===== src/source/vec_pkg.sv =====
// Shared vec_unit types; element width is fixed at 32 bits and vl is held in 16 bits
package vec_pkg;

  ////////////////////////////////////////////////////////////
  // Constants
  ////////////////////////////////////////////////////////////

  localparam int unsigned ElemWidth = 32;
  localparam int unsigned NrVRegs   = 8;

  typedef logic [ElemWidth-1:0]       vec_elem_t;
  typedef logic [$clog2(NrVRegs)-1:0] vreg_idx_t;
  typedef logic [15:0]                vec_vl_t;

  // Operation codes, OP_SETVL is only used internally for the cfg class
  typedef enum logic [3:0] {
    OP_ADD    = 4'h0,
    OP_SUB    = 4'h1,
    OP_AND    = 4'h2,
    OP_OR     = 4'h3,
    OP_XOR    = 4'h4,
    OP_SPLAT  = 4'h5,
    OP_REDSUM = 4'h6,
    OP_EXT    = 4'h7,
    OP_SETVL  = 4'h8
  } vec_op_e;

  ////////////////////////////////////////////////////////////
  // Instruction word
  ////////////////////////////////////////////////////////////

  // Arithmetic view, class bit is zero
  typedef struct packed {
    logic        cls;
    vec_op_e     op;
    vreg_idx_t   vd;
    vreg_idx_t   vs1;
    vreg_idx_t   vs2;
    logic [17:0] rsvd;
  } vec_arith_t;

  // Configuration view, class bit is one
  typedef struct packed {
    logic        cls;
    logic [14:0] rsvd;
    vec_vl_t     avl;
  } vec_cfg_t;

  // Bit 31 picks which view applies
  typedef union packed {
    vec_arith_t arith;
    vec_cfg_t   cfg;
  } vec_insn_u;

endpackage : vec_pkg


===== src/source/vec_lane_if.sv =====
// Lane bus; all lanes finish on the same cycle, so consumers may AND the done flags
`timescale 1ns/100ps

interface vec_lane_if import vec_pkg::*; #(
  parameter int unsigned NrLanes = 4
) ();

  // Operation broadcast, held stable while the instruction is in flight
  logic      issue;
  vec_op_e   op;
  vreg_idx_t vd;
  vreg_idx_t vs1;
  vreg_idx_t vs2;
  vec_elem_t scalar;
  vec_vl_t   vl;

  // One entry per lane
  logic      lane_done    [NrLanes];
  vec_elem_t lane_contrib [NrLanes];

  modport disp (
    output issue, op, vd, vs1, vs2, scalar, vl,
    input  lane_done
  );

  modport lane (
    input  issue, op, vd, vs1, vs2, scalar, vl,
    output lane_done, lane_contrib
  );

  modport result (
    input op, scalar, lane_done, lane_contrib
  );

endinterface : vec_lane_if


===== src/source/vec_result_unit.sv =====
// Output side; one-cycle response pulse with no back-pressure, arithmetic ops give no response
`timescale 1ns/100ps

module vec_result_unit import vec_pkg::*; #(
  parameter int unsigned NrLanes = 4
) (
  input  logic       clk_i,
  input  logic       reset_i,
  vec_lane_if.result lanes,
  input  logic       setvl_valid_i,
  input  vec_vl_t    new_vl_i,
  output logic       resp_valid_o,
  output vec_elem_t  resp_data_o
);

  logic      resp_valid_q;
  vec_elem_t resp_data_q;
  logic      all_done;
  logic      scalar_op;
  vec_elem_t lane_sum;

  ////////////////////////////////////////////////////////////
  // Lane combine
  ////////////////////////////////////////////////////////////

  // Ext contributions are zero except in the owning lane
  always_comb begin
    all_done = 1'b1;
    lane_sum = '0;
    for (int l = 0; l < NrLanes; l++) begin
      all_done = all_done & lanes.lane_done[l];
      lane_sum = lane_sum + lanes.lane_contrib[l];
    end
    if (lanes.op == OP_REDSUM) begin
      lane_sum = lane_sum + lanes.scalar;
    end
  end

  assign scalar_op = (lanes.op == OP_REDSUM) || (lanes.op == OP_EXT);

  always_ff @(posedge clk_i) begin
    if (reset_i) begin
      resp_valid_q <= 1'b0;
    end else begin
      resp_valid_q <= setvl_valid_i || (all_done && scalar_op);
    end
  end

  always_ff @(posedge clk_i) begin
    if (setvl_valid_i) begin
      resp_data_q <= vec_elem_t'(new_vl_i);
    end else if (all_done && scalar_op) begin
      resp_data_q <= lane_sum;
    end
  end

  assign resp_valid_o = resp_valid_q;
  assign resp_data_o  = resp_data_q;

endmodule : vec_result_unit


===== src/flat_wrapper.sv =====
// flat-port wrapper written by rule: the top's interface ports become plain ports
module vec_result_unit_flat import vec_pkg::*;
#(
  parameter int unsigned NrLanes = 4
)
  (clk_i, reset_i, setvl_valid_i, new_vl_i, resp_valid_o, resp_data_o, lanes_op, lanes_scalar, lanes_lane_done, lanes_lane_contrib);
  vec_lane_if #(.NrLanes(NrLanes)) lanes_i ();
  input  logic clk_i;
  input  logic reset_i;
  input  logic setvl_valid_i;
  input  vec_vl_t new_vl_i;
  output logic resp_valid_o;
  output vec_elem_t resp_data_o;
  input wire logic [$bits(lanes_i.op)-1:0] lanes_op;
  input wire logic [$bits(lanes_i.scalar)-1:0] lanes_scalar;
  input wire logic [$bits(lanes_i.lane_done)-1:0] lanes_lane_done;
  input wire logic [$bits(lanes_i.lane_contrib)-1:0] lanes_lane_contrib;
  assign lanes_i.op = lanes_op;
  assign lanes_i.scalar = lanes_scalar;
  assign lanes_i.lane_done = {>>{lanes_lane_done}};
  assign lanes_i.lane_contrib = {>>{lanes_lane_contrib}};
  vec_result_unit #(.NrLanes(NrLanes)) u_core (.clk_i(clk_i), .reset_i(reset_i), .lanes(lanes_i), .setvl_valid_i(setvl_valid_i), .new_vl_i(new_vl_i), .resp_valid_o(resp_valid_o), .resp_data_o(resp_data_o));
endmodule

===== config.mk =====
export PLATFORM = sky130hd
export DESIGN_NAME = vec_result_unit_flat
export DESIGN_NICKNAME = d
export VERILOG_FILES = /design/src/source/vec_pkg.sv /design/src/source/vec_lane_if.sv /design/src/source/vec_result_unit.sv /design/src/flat_wrapper.sv
export SDC_FILE = /design/constraint.sdc
export NUM_CORES = 1
export LEC_CHECK = 0
export ABC_CLOCK_PERIOD_IN_PS = 13100
export BUFFER_PORTS_ARGS = -buffer_cell sky130_fd_sc_hd__buf_2
export CORE_UTILIZATION = 45
export DETAILED_ROUTE_END_ITERATION = 7
export GPL_ROUTABILITY_DRIVEN = 0
export PLACE_DENSITY = 0.73
export SETUP_SLACK_MARGIN = 0.02
export SLEW_MARGIN = 10
export SYNTH_ARGS = -nofsm -noshare
export SYNTH_HDL_FRONTEND = slang
export SYNTH_SLANG_ARGS = --single-unit

===== constraint.sdc =====
create_clock -name clk_i -period 13.1 [get_ports clk_i]
set_input_delay 2.62 -clock clk_i [delete_from_list [all_inputs] [get_ports clk_i]]
set_output_delay 2.62 -clock clk_i [all_outputs]
set_load 0.1 [all_outputs]

* After elaboration in Yosys (flattened, before gate mapping)
Cells that the tools add are included.
** Word-level totals
- Input port bits :: 187
- Word-level logic and storage cells :: 19
- Output and inout port bits :: 33
- Register bits after elaboration :: 33
** Cells by class
- Multiplexer cells :: 3
- Add/subtract/negate cells :: 4
- Equality and inequality tests :: 2
- Reduce and logical (&&, ||, !) cells :: 4
- Bitwise gates (word level) :: 3
** Operators by type and width (count)
- $add A32 B32 Y32 :: 4
- $mux W16 :: 2
- $mux W32 :: 1
- $eq A4 B3 Y1 const B :: 2
- $and A1 B1 Y1 :: 3
- $logic_or A1 B1 Y1 :: 2
- $reduce_bool A2 Y1 :: 1
- $logic_and A1 B1 Y1 :: 1

* Depth between registers and ports, before layout
- Word-level depth :: 7
- Gate-level depth with buffers :: 26
- Mapped depth without buffers :: 26

* Least setup slack after synthesis
Ideal clock, no wire load.
- Path type :: input-to-reg
- From :: input lanes_lane_contrib[1]
- To :: register u_core.resp_data_q[26], in the netlist u_core.resp_data_o[26]
- Setup time :: 0.092 ns
- Arrival :: 7.405 ns
- Stages :: 25
- Buffers on the path :: 0
- Required time :: 13.008 ns
- Slack :: 5.603 ns
- Cells stage by stage :: inv_1 -> fa_1 -> fa_1 -> inv_1 -> ha_1 -> inv_1 -> fa_1 -> nand2b_1 -> a21oi_1 -> o21ai_0 -> o21ai_1 -> a31o_2 -> a21oi_1 -> xnor2_1 -> ha_1 -> a21o_1 -> a21o_1 -> a21o_1 -> a21o_1 -> a21oi_1 -> a21bo_1 -> a31oi_1 -> xnor2_1 -> nor2_1 -> nor4_1
** Between the ends
- Word-level cells in the longest chain between the ends :: 3
** RTL lines
- from (decl) :: RTL line flat_wrapper.sv:17 : input wire logic [$bits(lanes_i.lane_contrib)-1:0] lanes_lane_contrib;
- $add A32 B32 Y32 * :: RTL line vec_result_unit.sv:32 : lane_sum = lane_sum + lanes.lane_contrib[l];
- $add A32 B32 Y32 :: RTL line vec_result_unit.sv:35 : lane_sum = lane_sum + lanes.scalar;
- $mux W32 * :: RTL line vec_result_unit.sv:34 : if (lanes.op == OP_REDSUM) begin
- to (signal assigned) :: RTL line vec_result_unit.sv:51 : resp_data_q <= vec_elem_t'(new_vl_i);
- to (signal assigned) :: RTL line vec_result_unit.sv:53 : resp_data_q <= lane_sum;
- to (decl) :: RTL line vec_result_unit.sv:17 : vec_elem_t resp_data_q;
Every way passes the cells marked *; elsewhere a longest branch is shown, timed or not.
A chain may end at the register's enable or synchronous reset.

* Worst setup path after layout
Ends and elaborated chain as after synthesis.

==> impl_metrics.env <==
export IMPL_netSwitchingPower_w=0.000883
export IMPL_synth_ff_latch_count=33
export IMPL_overflow=0
export IMPL_syn_instance_count=801
export IMPL_postCtsResizedCells=0
export IMPL_clkPwrFrac=0.077
export IMPL_holdBufCountCts=0
export IMPL_finalCritPeriodShare=0.606
export IMPL_nFillCells=1335
export IMPL_power_leakage_nw=4.14
export IMPL_worst_pin_slew_ps=795
export IMPL_grt_max_degree=49
export IMPL_syn_nets=1118
export IMPL_synthesis_area_mm2=0.00645
export IMPL_cts_tree="yes"
export IMPL_grt_pass1_wl_um=25900
export IMPL_seqPwrFrac=0.078
export IMPL_min_to="u_core.resp_data_o[31]$_SDFFE_PP0P_"
export IMPL_multiInputGateArea_mm2=0.00495
export IMPL_drtAntennaViolNets=0
export IMPL_r2r_start="u_core.resp_data_o[19]$_SDFFE_PP0P_"
export IMPL_crit_path_max_fanout=4
export IMPL_mostFrequentLayoutCells="219 x buf_2, 160 x inv_1, 71 x a21oi_1"
export IMPL_std_cell_rows=43
export IMPL_cts_inserted_buffers=5
export IMPL_cp_end_kind="register"
export IMPL_path_buf_inv=4
export IMPL_cpMostUsedCell="a21o_1"
export IMPL_rsz0062_at_grt="no"
export IMPL_async_reset_ff_frac=0
export IMPL_required_ps=13280
export IMPL_route_vias_total=6085
export IMPL_r2r_end="u_core.resp_data_o[19]$_SDFFE_PP0P_"
export IMPL_die_h_um=122
export IMPL_reg2reg_depth=2
export IMPL_rrSetupSlack_ps=12310
export IMPL_root_buffer="clkbuf_16"
export IMPL_ys_types=66
export IMPL_finalHoldViolCount=0
export IMPL_initial_core_util=0.463
export IMPL_outcome="finished clean"
export IMPL_whs_path_depth=2
export IMPL_cpPeakStageDelay_ps=560
export IMPL_layout_commonest_cell="buf_2"
export IMPL_finalSetupViolCount=0
export IMPL_postSynthAreaPerCell_um2=8.06
export IMPL_post_place_ws_ps=4900
export IMPL_core_region_area_mm2=0.0139
export IMPL_vias_per_cell=5.10
export IMPL_route_detailed_drc=0
export IMPL_postCtsSetupBuffers=0
export IMPL_synth_main_ff_cell="dfxtp_1"
export IMPL_seq_area_frac_synth=0.127
export IMPL_dieArea_mm2=0.0148
export IMPL_worstSetupPathType="in2reg"
export IMPL_fp_dieW_um=122
export IMPL_period_minus_slack_ps=7940
export IMPL_routedWlPerCell_um=13.1
export IMPL_cap_violations=0
export IMPL_tns_ps=0
export IMPL_regArea_um2=821
export IMPL_path_delay_family="compound AO/OA/AOI/OAI gates"
export IMPL_fmax_mhz=126
export IMPL_num_io_pins=220
export IMPL_relSlewSlack=0.470
export IMPL_skew_ps=0
export IMPL_clkLatencyLatePin_ps=270
export IMPL_maxSlewViolCount=0
export IMPL_num_nets_final=1324
export IMPL_cp_arrival_ps=8110
export IMPL_clk_pin_slew_ps=50
export IMPL_dr_pass1_iters=7
export IMPL_hpwl_um=13600
export IMPL_clk_path_buf_depth=2
export IMPL_ir_worst_vdd_v=0.0000750
export IMPL_power_density_mw_per_mm2=212
export IMPL_io_buffers=219
export IMPL_cts_sink_count=33
export IMPL_drt_iter0_drc=317
export IMPL_cp_start_kind="input pin"
export IMPL_cts_htree_levels=2
export IMPL_synth_edff_count=16
export IMPL_netSwitchingFraction=0.527
export IMPL_final_layout_size_suffix_gt1_frac=0.248
export IMPL_grt_pass1_vias=5873
export IMPL_p_int_w=0.000791
export IMPL_fin_ws_ps=5160
export IMPL_slowest_stage="fa_1"
export IMPL_drt_wl_total_um=15700
export IMPL_hold_path_startpoint="u_core.resp_data_o[31]$_SDFFE_PP0P_"
export IMPL_hold_class="reg2reg"
export IMPL_ys_warn_count=0
export IMPL_antenna_found_initial=4
export IMPL_grt_usage=0.213
export IMPL_area_growth_syn_to_layout_pct=22.3
export IMPL_combPwrFrac=0.846
[worst min-delay path, delay by kind of cell (launching register included)]
| family | cells | cell delay, ps |
|---|---|---|
| flip-flops | 1 | 300 |
| AND/OR/NAND/NOR | 1 | 50 |
| AO/OA/AOI/OAI | 1 | 50 |
[through the flow]
step / hold WS, ps / utilization / area (um^2) / instances / power (W)
2_1_floorplan: 871 / - / 6450 / 801 / 0.00126
3_3_place_gp: 438 / 0.554 / 7720 / 1180 / 0.00152
3_5_place_dp: 443 / 0.554 / 7720 / 1180 / 0.00153
4_1_cts: 450 / 0.566 / 7890 / 1188 / 0.00166
5_1_grt: 471 / 0.566 / 7890 / 1189 / 0.00184
6_report: 449 / 0.567 / 7900 / 1192 / 0.00167
[power groups by stage]
stage	combinational [W]	sequential, W	clock, W
floorplan	0.00104	0.000226	0
CTS	0.00140	0.000130	0.000132
global route	0.00157	0.000131	0.000135
detailed placement	0.00140	0.000132	0
global placement	0.00139	0.000132	0
finish	0.00142	0.000130	0.000129
[final cells by class]
class	count	area share
sequential	33	0.104
clock buffer	5	0.0158
timing repair buffer	222	0.142
clock inverter	3	0.00523
antenna	4	0.00127
inverter	160	0.0761
tap	180	0.0285
multi-input combinational	585	0.627
[cell families (layout without fill, tap and decap cells)]
kind of cell / Yosys count / count (layout) / synth area share
adders and majority gates: 130 / 130 / 0.325
DFF: 33 / 33 / 0.127
AOI/OAI and AO/OA: 219 / 219 / 0.232
and+or+nand+nor: 173 / 173 / 0.120
xor gates and xnor gates: 59 / 59 / 0.0822
muxes: 4 / 4 / 0.00640
other: 0 / 4 / 0
buffers and inverters: 183 / 390 / 0.107
[routing by layer]
metal / up-vias / track usage / routed length [um]
met5: - / 0 / 0
met4: 0 / 0.0417 / 179
met3: 12 / 0.0225 / 1100
met2: 227 / 0.356 / 7150
met1: 2744 / 0.297 / 7230
li1: 3102 / - / -
[registers in the layout, summed over array words and instances (netlist names)]
register / count
u_core.resp_valid_o: 1
u_core.resp_data_o: 32
[worst max-delay path by stage]
stage / start / to / slack (ps) / cells past startpoint
after detailed placement: lanes_lane_contrib[1] / u_core.resp_data_o[26]$_SDFFE_PP0P_ / 4900 / 26
after global placement: lanes_lane_contrib[1] / u_core.resp_data_o[26]$_SDFFE_PP0P_ / 5060 / 26
after floorplan: lanes_lane_contrib[1] / u_core.resp_data_o[26]$_SDFFE_PP0P_ / 5600 / 25
after global routing: lanes_lane_contrib[1] / u_core.resp_data_o[25]$_SDFFE_PP0P_ / 4690 / 24
after CTS: lanes_lane_contrib[1] / u_core.resp_data_o[26]$_SDFFE_PP0P_ / 5170 / 26
final: lanes_lane_contrib[1] / u_core.resp_data_o[26]$_SDFFE_PP0P_ / 5160 / 26
[Yosys cell counts (3+ instances only)]
| master | count | share of area |
|---|---|---|
| inv_1 | 160 | 0.093 |
| a21oi_1 | 71 | 0.055 |
| ha_1 | 67 | 0.13 |
| nand2_1 | 66 | 0.038 |
| fa_1 | 63 | 0.20 |
| nor2_1 | 49 | 0.028 |
| xnor2_1 | 45 | 0.061 |
| a21o_1 | 28 | 0.033 |
| o21ai_0 | 26 | 0.020 |
| clkbuf_1 | 20 | 0.012 |
| dfxtp_1 | 17 | 0.053 |
| edfxtp_1 | 16 | 0.074 |
| a211oi_1 | 14 | 0.016 |
| xor2_1 | 13 | 0.018 |
| nand3_1 | 11 | 0.0085 |
| nand4_1 | 10 | 0.0097 |
| nor3_1 | 10 | 0.0078 |
| o21bai_1 | 10 | 0.012 |
| o21ai_1 | 9 | 0.0070 |
| o211ai_1 | 7 | 0.0081 |
| a31oi_1 | 6 | 0.0058 |
| o21a_1 | 5 | 0.0058 |
| or3_1 | 5 | 0.0048 |
| a311oi_1 | 4 | 0.0054 |
| and2_1 | 4 | 0.0039 |
| and3_1 | 4 | 0.0039 |
| nand2b_1 | 4 | 0.0039 |
| nor2b_1 | 4 | 0.0039 |
| o31ai_1 | 4 | 0.0047 |
| a211oi_2 | 3 | 0.0058 |
| buf_2 | 3 | 0.0023 |
| mux2i_1 | 3 | 0.0047 |
No activity file was read; power rests on OpenSTA's default activity.
