## src/source/vec_pkg.sv

```systemverilog
// Shared vec_unit types; element width is fixed at 32 bits and vl is held in 16 bits
package vec_pkg;

  ////////////////////////////////////////////////////////////
  // Constants
  ////////////////////////////////////////////////////////////

  localparam int unsigned ElemWidth = 32;
  localparam int unsigned NrVRegs   = 8;

  typedef logic [ElemWidth-1:0]       vec_elem_t;
  typedef logic [$clog2(NrVRegs)-1:0] vreg_idx_t;
  typedef logic [15:0]                vec_vl_t;

  // Operation codes, OP_SETVL is only used internally for the cfg class
  typedef enum logic [3:0] {
    OP_ADD    = 4'h0,
    OP_SUB    = 4'h1,
    OP_AND    = 4'h2,
    OP_OR     = 4'h3,
    OP_XOR    = 4'h4,
    OP_SPLAT  = 4'h5,
    OP_REDSUM = 4'h6,
    OP_EXT    = 4'h7,
    OP_SETVL  = 4'h8
  } vec_op_e;

  ////////////////////////////////////////////////////////////
  // Instruction word
  ////////////////////////////////////////////////////////////

  // Arithmetic view, class bit is zero
  typedef struct packed {
    logic        cls;
    vec_op_e     op;
    vreg_idx_t   vd;
    vreg_idx_t   vs1;
    vreg_idx_t   vs2;
    logic [17:0] rsvd;
  } vec_arith_t;

  // Configuration view, class bit is one
  typedef struct packed {
    logic        cls;
    logic [14:0] rsvd;
    vec_vl_t     avl;
  } vec_cfg_t;

  // Bit 31 picks which view applies
  typedef union packed {
    vec_arith_t arith;
    vec_cfg_t   cfg;
  } vec_insn_u;

endpackage : vec_pkg

```

## src/source/vec_lane_if.sv

```systemverilog
// Lane bus; all lanes finish on the same cycle, so consumers may AND the done flags
`timescale 1ns/100ps

interface vec_lane_if import vec_pkg::*; #(
  parameter int unsigned NrLanes = 4
) ();

  // Operation broadcast, held stable while the instruction is in flight
  logic      issue;
  vec_op_e   op;
  vreg_idx_t vd;
  vreg_idx_t vs1;
  vreg_idx_t vs2;
  vec_elem_t scalar;
  vec_vl_t   vl;

  // One entry per lane
  logic      lane_done    [NrLanes];
  vec_elem_t lane_contrib [NrLanes];

  modport disp (
    output issue, op, vd, vs1, vs2, scalar, vl,
    input  lane_done
  );

  modport lane (
    input  issue, op, vd, vs1, vs2, scalar, vl,
    output lane_done, lane_contrib
  );

  modport result (
    input op, scalar, lane_done, lane_contrib
  );

endinterface : vec_lane_if

```

## src/source/vec_dispatcher.sv

```systemverilog
// Input side; one instruction in flight at a time, avl above VLMAX is clamped to VLMAX
`timescale 1ns/100ps

module vec_dispatcher import vec_pkg::*; #(
  parameter int unsigned NrLanes = 4,
  parameter int unsigned VLEN    = 512
) (
  input  logic       clk_i,
  input  logic       reset_i,
  input  logic       insn_valid_i,
  input  vec_insn_u  insn_i,
  input  vec_elem_t  scalar_i,
  output logic       insn_ready_o,
  vec_lane_if.disp   lanes,
  output logic       setvl_valid_o,
  output vec_vl_t    new_vl_o
);

  localparam int unsigned VLMAX = VLEN / ElemWidth;

  logic      busy_q;
  logic      resp_pend_q;
  logic      issue_q;
  logic      setvl_valid_q;
  vec_vl_t   vl_q;
  vec_op_e   op_q;
  vreg_idx_t vd_q;
  vreg_idx_t vs1_q;
  vreg_idx_t vs2_q;
  vec_elem_t scalar_q;

  logic      accept;
  logic      lanes_done;
  logic      wants_resp;
  vec_vl_t   avl_clamped;

  assign insn_ready_o = ~busy_q;
  assign accept       = insn_valid_i & ~busy_q;

  // Lanes step in lockstep, all flags rise together
  always_comb begin
    lanes_done = 1'b1;
    for (int l = 0; l < NrLanes; l++) begin
      lanes_done = lanes_done & lanes.lane_done[l];
    end
  end

  assign wants_resp  = (op_q == OP_REDSUM) || (op_q == OP_EXT);
  assign avl_clamped = (insn_i.cfg.avl > vec_vl_t'(VLMAX)) ? vec_vl_t'(VLMAX)
                                                            : insn_i.cfg.avl;

  ////////////////////////////////////////////////////////////
  // Control
  ////////////////////////////////////////////////////////////

  // Busy drops one cycle after the completion pulse is visible
  always_ff @(posedge clk_i) begin
    if (reset_i) begin
      busy_q        <= 1'b0;
      resp_pend_q   <= 1'b0;
      issue_q       <= 1'b0;
      setvl_valid_q <= 1'b0;
      vl_q          <= '0;
      op_q          <= OP_ADD;
    end else begin
      issue_q       <= 1'b0;
      setvl_valid_q <= 1'b0;
      if (accept) begin
        busy_q <= 1'b1;
        if (insn_i.cfg.cls) begin
          vl_q          <= avl_clamped;
          op_q          <= OP_SETVL;
          setvl_valid_q <= 1'b1;
        end else begin
          op_q    <= insn_i.arith.op;
          issue_q <= 1'b1;
        end
      end else if (resp_pend_q) begin
        busy_q      <= 1'b0;
        resp_pend_q <= 1'b0;
      end else if (setvl_valid_q || (lanes_done && wants_resp)) begin
        resp_pend_q <= 1'b1;
      end else if (lanes_done) begin
        busy_q <= 1'b0;
      end
    end
  end

  // Operand fields
  always_ff @(posedge clk_i) begin
    if (accept && !insn_i.arith.cls) begin
      vd_q     <= insn_i.arith.vd;
      vs1_q    <= insn_i.arith.vs1;
      vs2_q    <= insn_i.arith.vs2;
      scalar_q <= scalar_i;
    end
  end

  assign lanes.issue  = issue_q;
  assign lanes.op     = op_q;
  assign lanes.vd     = vd_q;
  assign lanes.vs1    = vs1_q;
  assign lanes.vs2    = vs2_q;
  assign lanes.scalar = scalar_q;
  assign lanes.vl     = vl_q;

  assign setvl_valid_o = setvl_valid_q;
  assign new_vl_o      = vl_q;

endmodule : vec_dispatcher

```

## src/flat_wrapper.sv

```systemverilog
// flat-port wrapper written by rule: the top's interface ports become plain ports
module vec_dispatcher_flat import vec_pkg::*;
#(
  parameter int unsigned NrLanes = 4,
  parameter int unsigned VLEN    = 512
)
  (clk_i, reset_i, insn_valid_i, insn_i, scalar_i, insn_ready_o, setvl_valid_o, new_vl_o, lanes_issue, lanes_op, lanes_vd, lanes_vs1, lanes_vs2, lanes_scalar, lanes_vl, lanes_lane_done);
  vec_lane_if #(.NrLanes(NrLanes)) lanes_i ();
  input  logic clk_i;
  input  logic reset_i;
  input  logic insn_valid_i;
  input  vec_insn_u insn_i;
  input  vec_elem_t scalar_i;
  output logic insn_ready_o;
  output logic setvl_valid_o;
  output vec_vl_t new_vl_o;
  output wire logic [$bits(lanes_i.issue)-1:0] lanes_issue;
  output wire logic [$bits(lanes_i.op)-1:0] lanes_op;
  output wire logic [$bits(lanes_i.vd)-1:0] lanes_vd;
  output wire logic [$bits(lanes_i.vs1)-1:0] lanes_vs1;
  output wire logic [$bits(lanes_i.vs2)-1:0] lanes_vs2;
  output wire logic [$bits(lanes_i.scalar)-1:0] lanes_scalar;
  output wire logic [$bits(lanes_i.vl)-1:0] lanes_vl;
  input wire logic [$bits(lanes_i.lane_done)-1:0] lanes_lane_done;
  assign lanes_issue = lanes_i.issue;
  assign lanes_op = lanes_i.op;
  assign lanes_vd = lanes_i.vd;
  assign lanes_vs1 = lanes_i.vs1;
  assign lanes_vs2 = lanes_i.vs2;
  assign lanes_scalar = lanes_i.scalar;
  assign lanes_vl = lanes_i.vl;
  assign lanes_i.lane_done = {>>{lanes_lane_done}};
  vec_dispatcher #(.NrLanes(NrLanes), .VLEN(VLEN)) u_core (.clk_i(clk_i), .reset_i(reset_i), .insn_valid_i(insn_valid_i), .insn_i(insn_i), .scalar_i(scalar_i), .insn_ready_o(insn_ready_o), .lanes(lanes_i), .setvl_valid_o(setvl_valid_o), .new_vl_o(new_vl_o));
endmodule
```

## config.mk

```make
export PLATFORM = sky130hd
export DESIGN_NAME = vec_dispatcher_flat
export DESIGN_NICKNAME = d
export VERILOG_FILES = /design/src/source/vec_pkg.sv /design/src/source/vec_lane_if.sv /design/src/source/vec_dispatcher.sv /design/src/flat_wrapper.sv
export SDC_FILE = /design/constraint.sdc
export NUM_CORES = 1
export LEC_CHECK = 0
export ABC_AREA = 1
export BUFFER_PORTS_ARGS = -buffer_cell sky130_fd_sc_hd__buf_2
export CORE_MARGIN = 5
export CORE_UTILIZATION = 44
export DETAILED_ROUTE_END_ITERATION = 10
export PLACE_DENSITY = 0.83
export SYNTH_ARGS = -nofsm -noshare
export SYNTH_HDL_FRONTEND = slang
export SYNTH_SLANG_ARGS = --single-unit
```

## constraint.sdc

```tcl
create_clock -name clk_i -period 5 [get_ports clk_i]
set_clock_uncertainty 0.15 [all_clocks]
set_input_delay 0.5 -clock clk_i [delete_from_list [all_inputs] [get_ports clk_i]]
set_output_delay 0.5 -clock clk_i [all_outputs]
set_load 0.005 [all_outputs]
```

### After elaboration in Yosys (flattened, before gate mapping)

Index checks and enable logic that the tools add are counted.

| cells by class | value |
|---|---|
| order comparisons | 1 |
| equality and inequality tests | 3 |
| muxes and demuxes | 10 |
| bitwise gates (word level) | 6 |
| reduce and logical (&&, ||, !) cells | 9 |

Operator list:

| kind | number |
|---|---|
| greater-than comparator 16 x 5 -> 1 bit, second input constant | 1 |
| two-way mux 16 bit | 1 |
| == test 4 x 3 -> 1 bit, second input constant | 2 |
| two-way mux 1 bit | 8 |
| AND 1 bit | 4 |
| two-way mux 4 bit | 1 |
| AND reduction 2 bit | 2 |
| inequality test 3 x 1 -> 1 bit, second input constant | 1 |
| nonzero test 3 bit | 1 |
| logical AND 1 bit | 2 |
| logical OR 1 bit | 2 |
| NOT 1 bit | 2 |
| OR reduction 2 bit | 1 |
| zero test 1 bit | 1 |

| word-level totals | value |
|---|---|
| register bits after elaboration | 65 |
| input bits | 71 |
| output and inout bits | 80 |
| logic and storage cells | 39 |

### Longest topological paths before layout

| logic depth | value |
|---|---|
| word-level depth | 8 |
| depth in mapped cells | 8 |
| mapped depth without buffers | 8 |

### Worst setup path after synthesis

No wires, ideal clock.

| timing | value |
|---|---|
| kind | in2reg |
| start point | input insn_valid_i |
| end point | register u_core.op_q[0], in the netlist u_core.lanes.op[0] |
| setup time | 0.060 ns |
| data arrival time | 2.081 ns |
| required time | 4.790 ns |
| slack | 2.709 ns |
| stages | 5 |
| buffers on the path | 0 |
| cells stage by stage | nand2_4 > nor2_2 > nand2_1 > inv_2 > a32o_1 |

| between the ends | value |
|---|---|
| word-level cells in the longest chain between the ends | 1 |

Ends and longest elaborated chain:

| element | line | RTL |
|---|---|---|
| from (decl) | flat_wrapper.sv:11 | `input logic insn_valid_i;` |
| AND 1 bit | vec_dispatcher.sv:38 | `assign accept = insn_valid_i & ~busy_q;` |
| to (signal assigned) | vec_dispatcher.sv:75 | `op_q <= insn_i.arith.op;` |
| to (decl) | vec_dispatcher.sv:26 | `vec_op_e op_q;` |

No other way between the ends.
A chain may end at the register's enable or synchronous reset.

### Final worst setup path

| timing | value |
|---|---|
| start point | register u_core.busy_q |
| end point | register u_core.op_q[1], in the netlist u_core.lanes.op[1] |

| between the ends | value |
|---|---|
| word-level cells in the longest chain between the ends | 2 |

Ends and longest elaborated chain:

| element | line | RTL |
|---|---|---|
| from (decl) | vec_dispatcher.sv:21 | `logic busy_q;` |
| from (signal assigned) | vec_dispatcher.sv:59 | `busy_q <= 1'b0;` |
| from (signal assigned) | vec_dispatcher.sv:69 | `busy_q <= 1'b1;` |
| from (signal assigned) | vec_dispatcher.sv:79 | `busy_q <= 1'b0;` |
| NOT 1 bit | vec_dispatcher.sv:38 |  |
| AND 1 bit | vec_dispatcher.sv:38 |  |

No other way between the ends.

==> reports/metrics.cfg <==
[outcome]
status=finished clean

[sta]
setup_viol=0
fin_setup_tns_ns=0
slew_headroom_pct=29.7
setup_slack_ns=3.09
worst_slew_pin_slew_ns=1.05
drv_slew=0
post-route-period-util_pct=38.3
hold_viol_final=0
rsz0062_at_grt=no
max_freq_mhz=523
layout_min_cycle_time_ns=1.91

[floorplanning]
core_region_area_mm2=0.00507
rows=26
die_area_mm2=0.00675
start_util_pct=45.1
io_pins=151
die_h_um=82.2
die_w_um=82.2

[global_route]
antenna_found_initial=0
grt_overflow=0
grt_pass1_vias=1586
grt_max_degree=43
track_usage_pct=14.5
grt_pass1_wl_um=7170

[setup_path]
r2r_start=u_core.busy_q$_SDFFE_PP0P_
start_kind=register
critPathArrivalTime_ns=2.03
critPathKind=reg -> reg
crit_path_end_kind=register
startpoint=u_core.busy_q$_SDFFE_PP0P_
ff2ff_path_depth=6
reg2reg_slack_ns=3.09
r2r-end=u_core.lanes.op[1]$_SDFFE_PP0P_
critical_path.max_fanout=42
critPathCapture=u_core.lanes.op[1]$_SDFFE_PP0P_
critPathRequiredTime_ns=5.12

[logic_synthesis]
syn_inst=169
synthesis.area_mm2=0.00229
async_flop_share_pct=0
yosys_warnings=0
synth.distinct_cells=24
synth-edff-count=41
syn_avg_cell_area_um2=13.6
synthFlopType=edfxtp_1
syn_nets=240
synth_seq_area_share_pct=74.7
ys_ff_latch=65

[clock_tree]
path_clk_slew_ns=0.07
root_buffer=clkbuf_8
clock-sinks=65
clockBufferDepth=2
post_cts_buffers=0
cts_tree=yes
clk_latency_ns=0.33
ctsHoldBuffers=0
cts-htree-levels=3
cts_buffers=9
ctsResizeCount=0

[route]
wl_met2_um=2460
wl_met1_um=1860
drt_iter0_drc=49
wl_um=5000
routedWlPerCell_um=13.0
topRoutingLayerUsed=met4
firstDrtPassIters=4
ant_nets=0
wl_met3_um=647
drc=0
vias=1683
viasPerCell=4.38

[finish]
final_nets=380
fill_cells=418
final-seq-area_mm2=0.00171
post_route_cells_drive_above_1_share_pct=57.0
area_delta_synth_final_pct=38.4
multi_input_area_um2=398
final_cell_area_mm2=0.00317
diodes=0

[min_path]
hp-class=in -> reg

[job]
maxCapViolCount=0

[placement]
gp_congestion=0.743
portBuffers=148
pre_cts_ws_ns=2.82
place_hpwl_um=3990
place_area_mm2=0.00298

[pwr]
worst_ir_drop_vdd_mv=0.178
pwr_density_cell_mw_per_mm2=345
p_leak_nw=1.50

## cell usage after synthesis (2+ instances only)
| cell type | n | area, um2 |
|---|---|---|
| a21oi_1 | 6 | 30.0 |
| a32o_1 | 3 | 30.0 |
| dfxtp_1 | 24 | 480 |
| o21ai_0 | 5 | 25.0 |
| inv_2 | 4 | 15.0 |
| nand3_1 | 2 | 10.0 |
| inv_4 | 2 | 12.5 |
| nand2_1 | 24 | 90.1 |
| nor2_1 | 19 | 71.3 |
| inv_1 | 5 | 18.8 |
| nand4_1 | 4 | 25.0 |
| buf_4 | 16 | 120 |
| nor2_2 | 4 | 25.0 |
| edfxtp_1 | 41 | 1230 |
## sequential cells by signal, indices dropped and copies added, names as in the netlist
name and cells:
u_core.resp_pend_q 1, u_core.lanes.vl 16, u_core.lanes.vs2 3, u_core.lanes.vs1 3, u_core.lanes.scalar 32, u_core.lanes.issue 1, u_core.busy_q 1, u_core.setvl_valid_o 1
u_core.lanes.op 4, u_core.lanes.vd 3
## worst max-delay path: stages, from the launching register on
cell	delay (ns)
dfxtp_1	0.32
inv_2	0.07
nand2_4	0.11
nor2_4	0.81
nand2_1	0.14
inv_2	0.12
a32o_1	0.13
## worst min path at each step
stage                                                 from                                end  slack, ns  cells past startpoint
after floorplan                 u_core.busy_q$_SDFFE_PP0P_         u_core.busy_q$_SDFFE_PP0P_       0.29                      2
after global placement     u_core.lanes.vl[6]$_SDFFE_PP0P_    u_core.lanes.vl[6]$_SDFFE_PP0P_       0.28                      2
after detailed placement  u_core.lanes.vl[15]$_SDFFE_PP0P_   u_core.lanes.vl[15]$_SDFFE_PP0P_       0.29                      2
after CTS                                      scalar_i[9]   u_core.lanes.scalar[9]$_DFFE_PP_       0.18                      1
after global routing                           scalar_i[8]   u_core.lanes.scalar[8]$_DFFE_PP_       0.16                      1
final                                         scalar_i[27]  u_core.lanes.scalar[27]$_DFFE_PP_       0.19                      1
## cell usage in the layout (no fill, tap or decap), drive strengths merged, types with 5 or more instances in the layout
master,synthesis,final
nor2,25,25
a21oi,6,6
edfxtp,41,41
inv,11,11
nand2,25,25
clkbuf,1,10
buf,18,148
clkinv,0,5
dfxtp,24,24
o21ai,5,5
## metal layers
metal	up-vias	track usage [%]
met5	-	0
met4	0	4.98
met3	4	6.18
met2	98	24.9
met1	741	16.0
li1	840	-
## cell type report
class | count | share of cell area [%]
Tap cell | 70 | 2.76
Timing Repair Buffer | 148 | 23.4
Inverter | 11 | 1.46
Sequential cell | 65 | 54.0
Clock buffer | 10 | 4.03
Multi-Input combinational cell | 74 | 12.5
Clock inverter | 6 | 1.85
## per-stage QoR
stage	instances	total power, mW	util (%)	hold slack (ns)
after floorplan	169	0.647	-	0.295
after global placement	368	0.694	58.8	0.285
after detailed placement	368	0.698	58.8	0.288
after CTS	384	1.11	62.5	0.178
after global routing	384	1.15	62.5	0.164
final	384	1.10	62.5	0.194
## power breakdown
group | leakage (nW) | internal [mW] | total, mW | switching [mW]
registers | 0.576 | 0.594 | 0.600 | 0.00640
clock network | 0.0998 | 0.227 | 0.411 | 0.184
logic | 0.825 | 0.0401 | 0.0838 | 0.0438
## logic make-up after synthesis
family / count (synthesis) / synth area share (%)
AOI/OAI and AO/OA: 15 / 4.26
buffers and inverters: 30 / 8.14
DFF: 65 / 74.7
and+or+nand+nor: 59 / 12.9
Note: power is estimated with default switching activity, not from simulation.
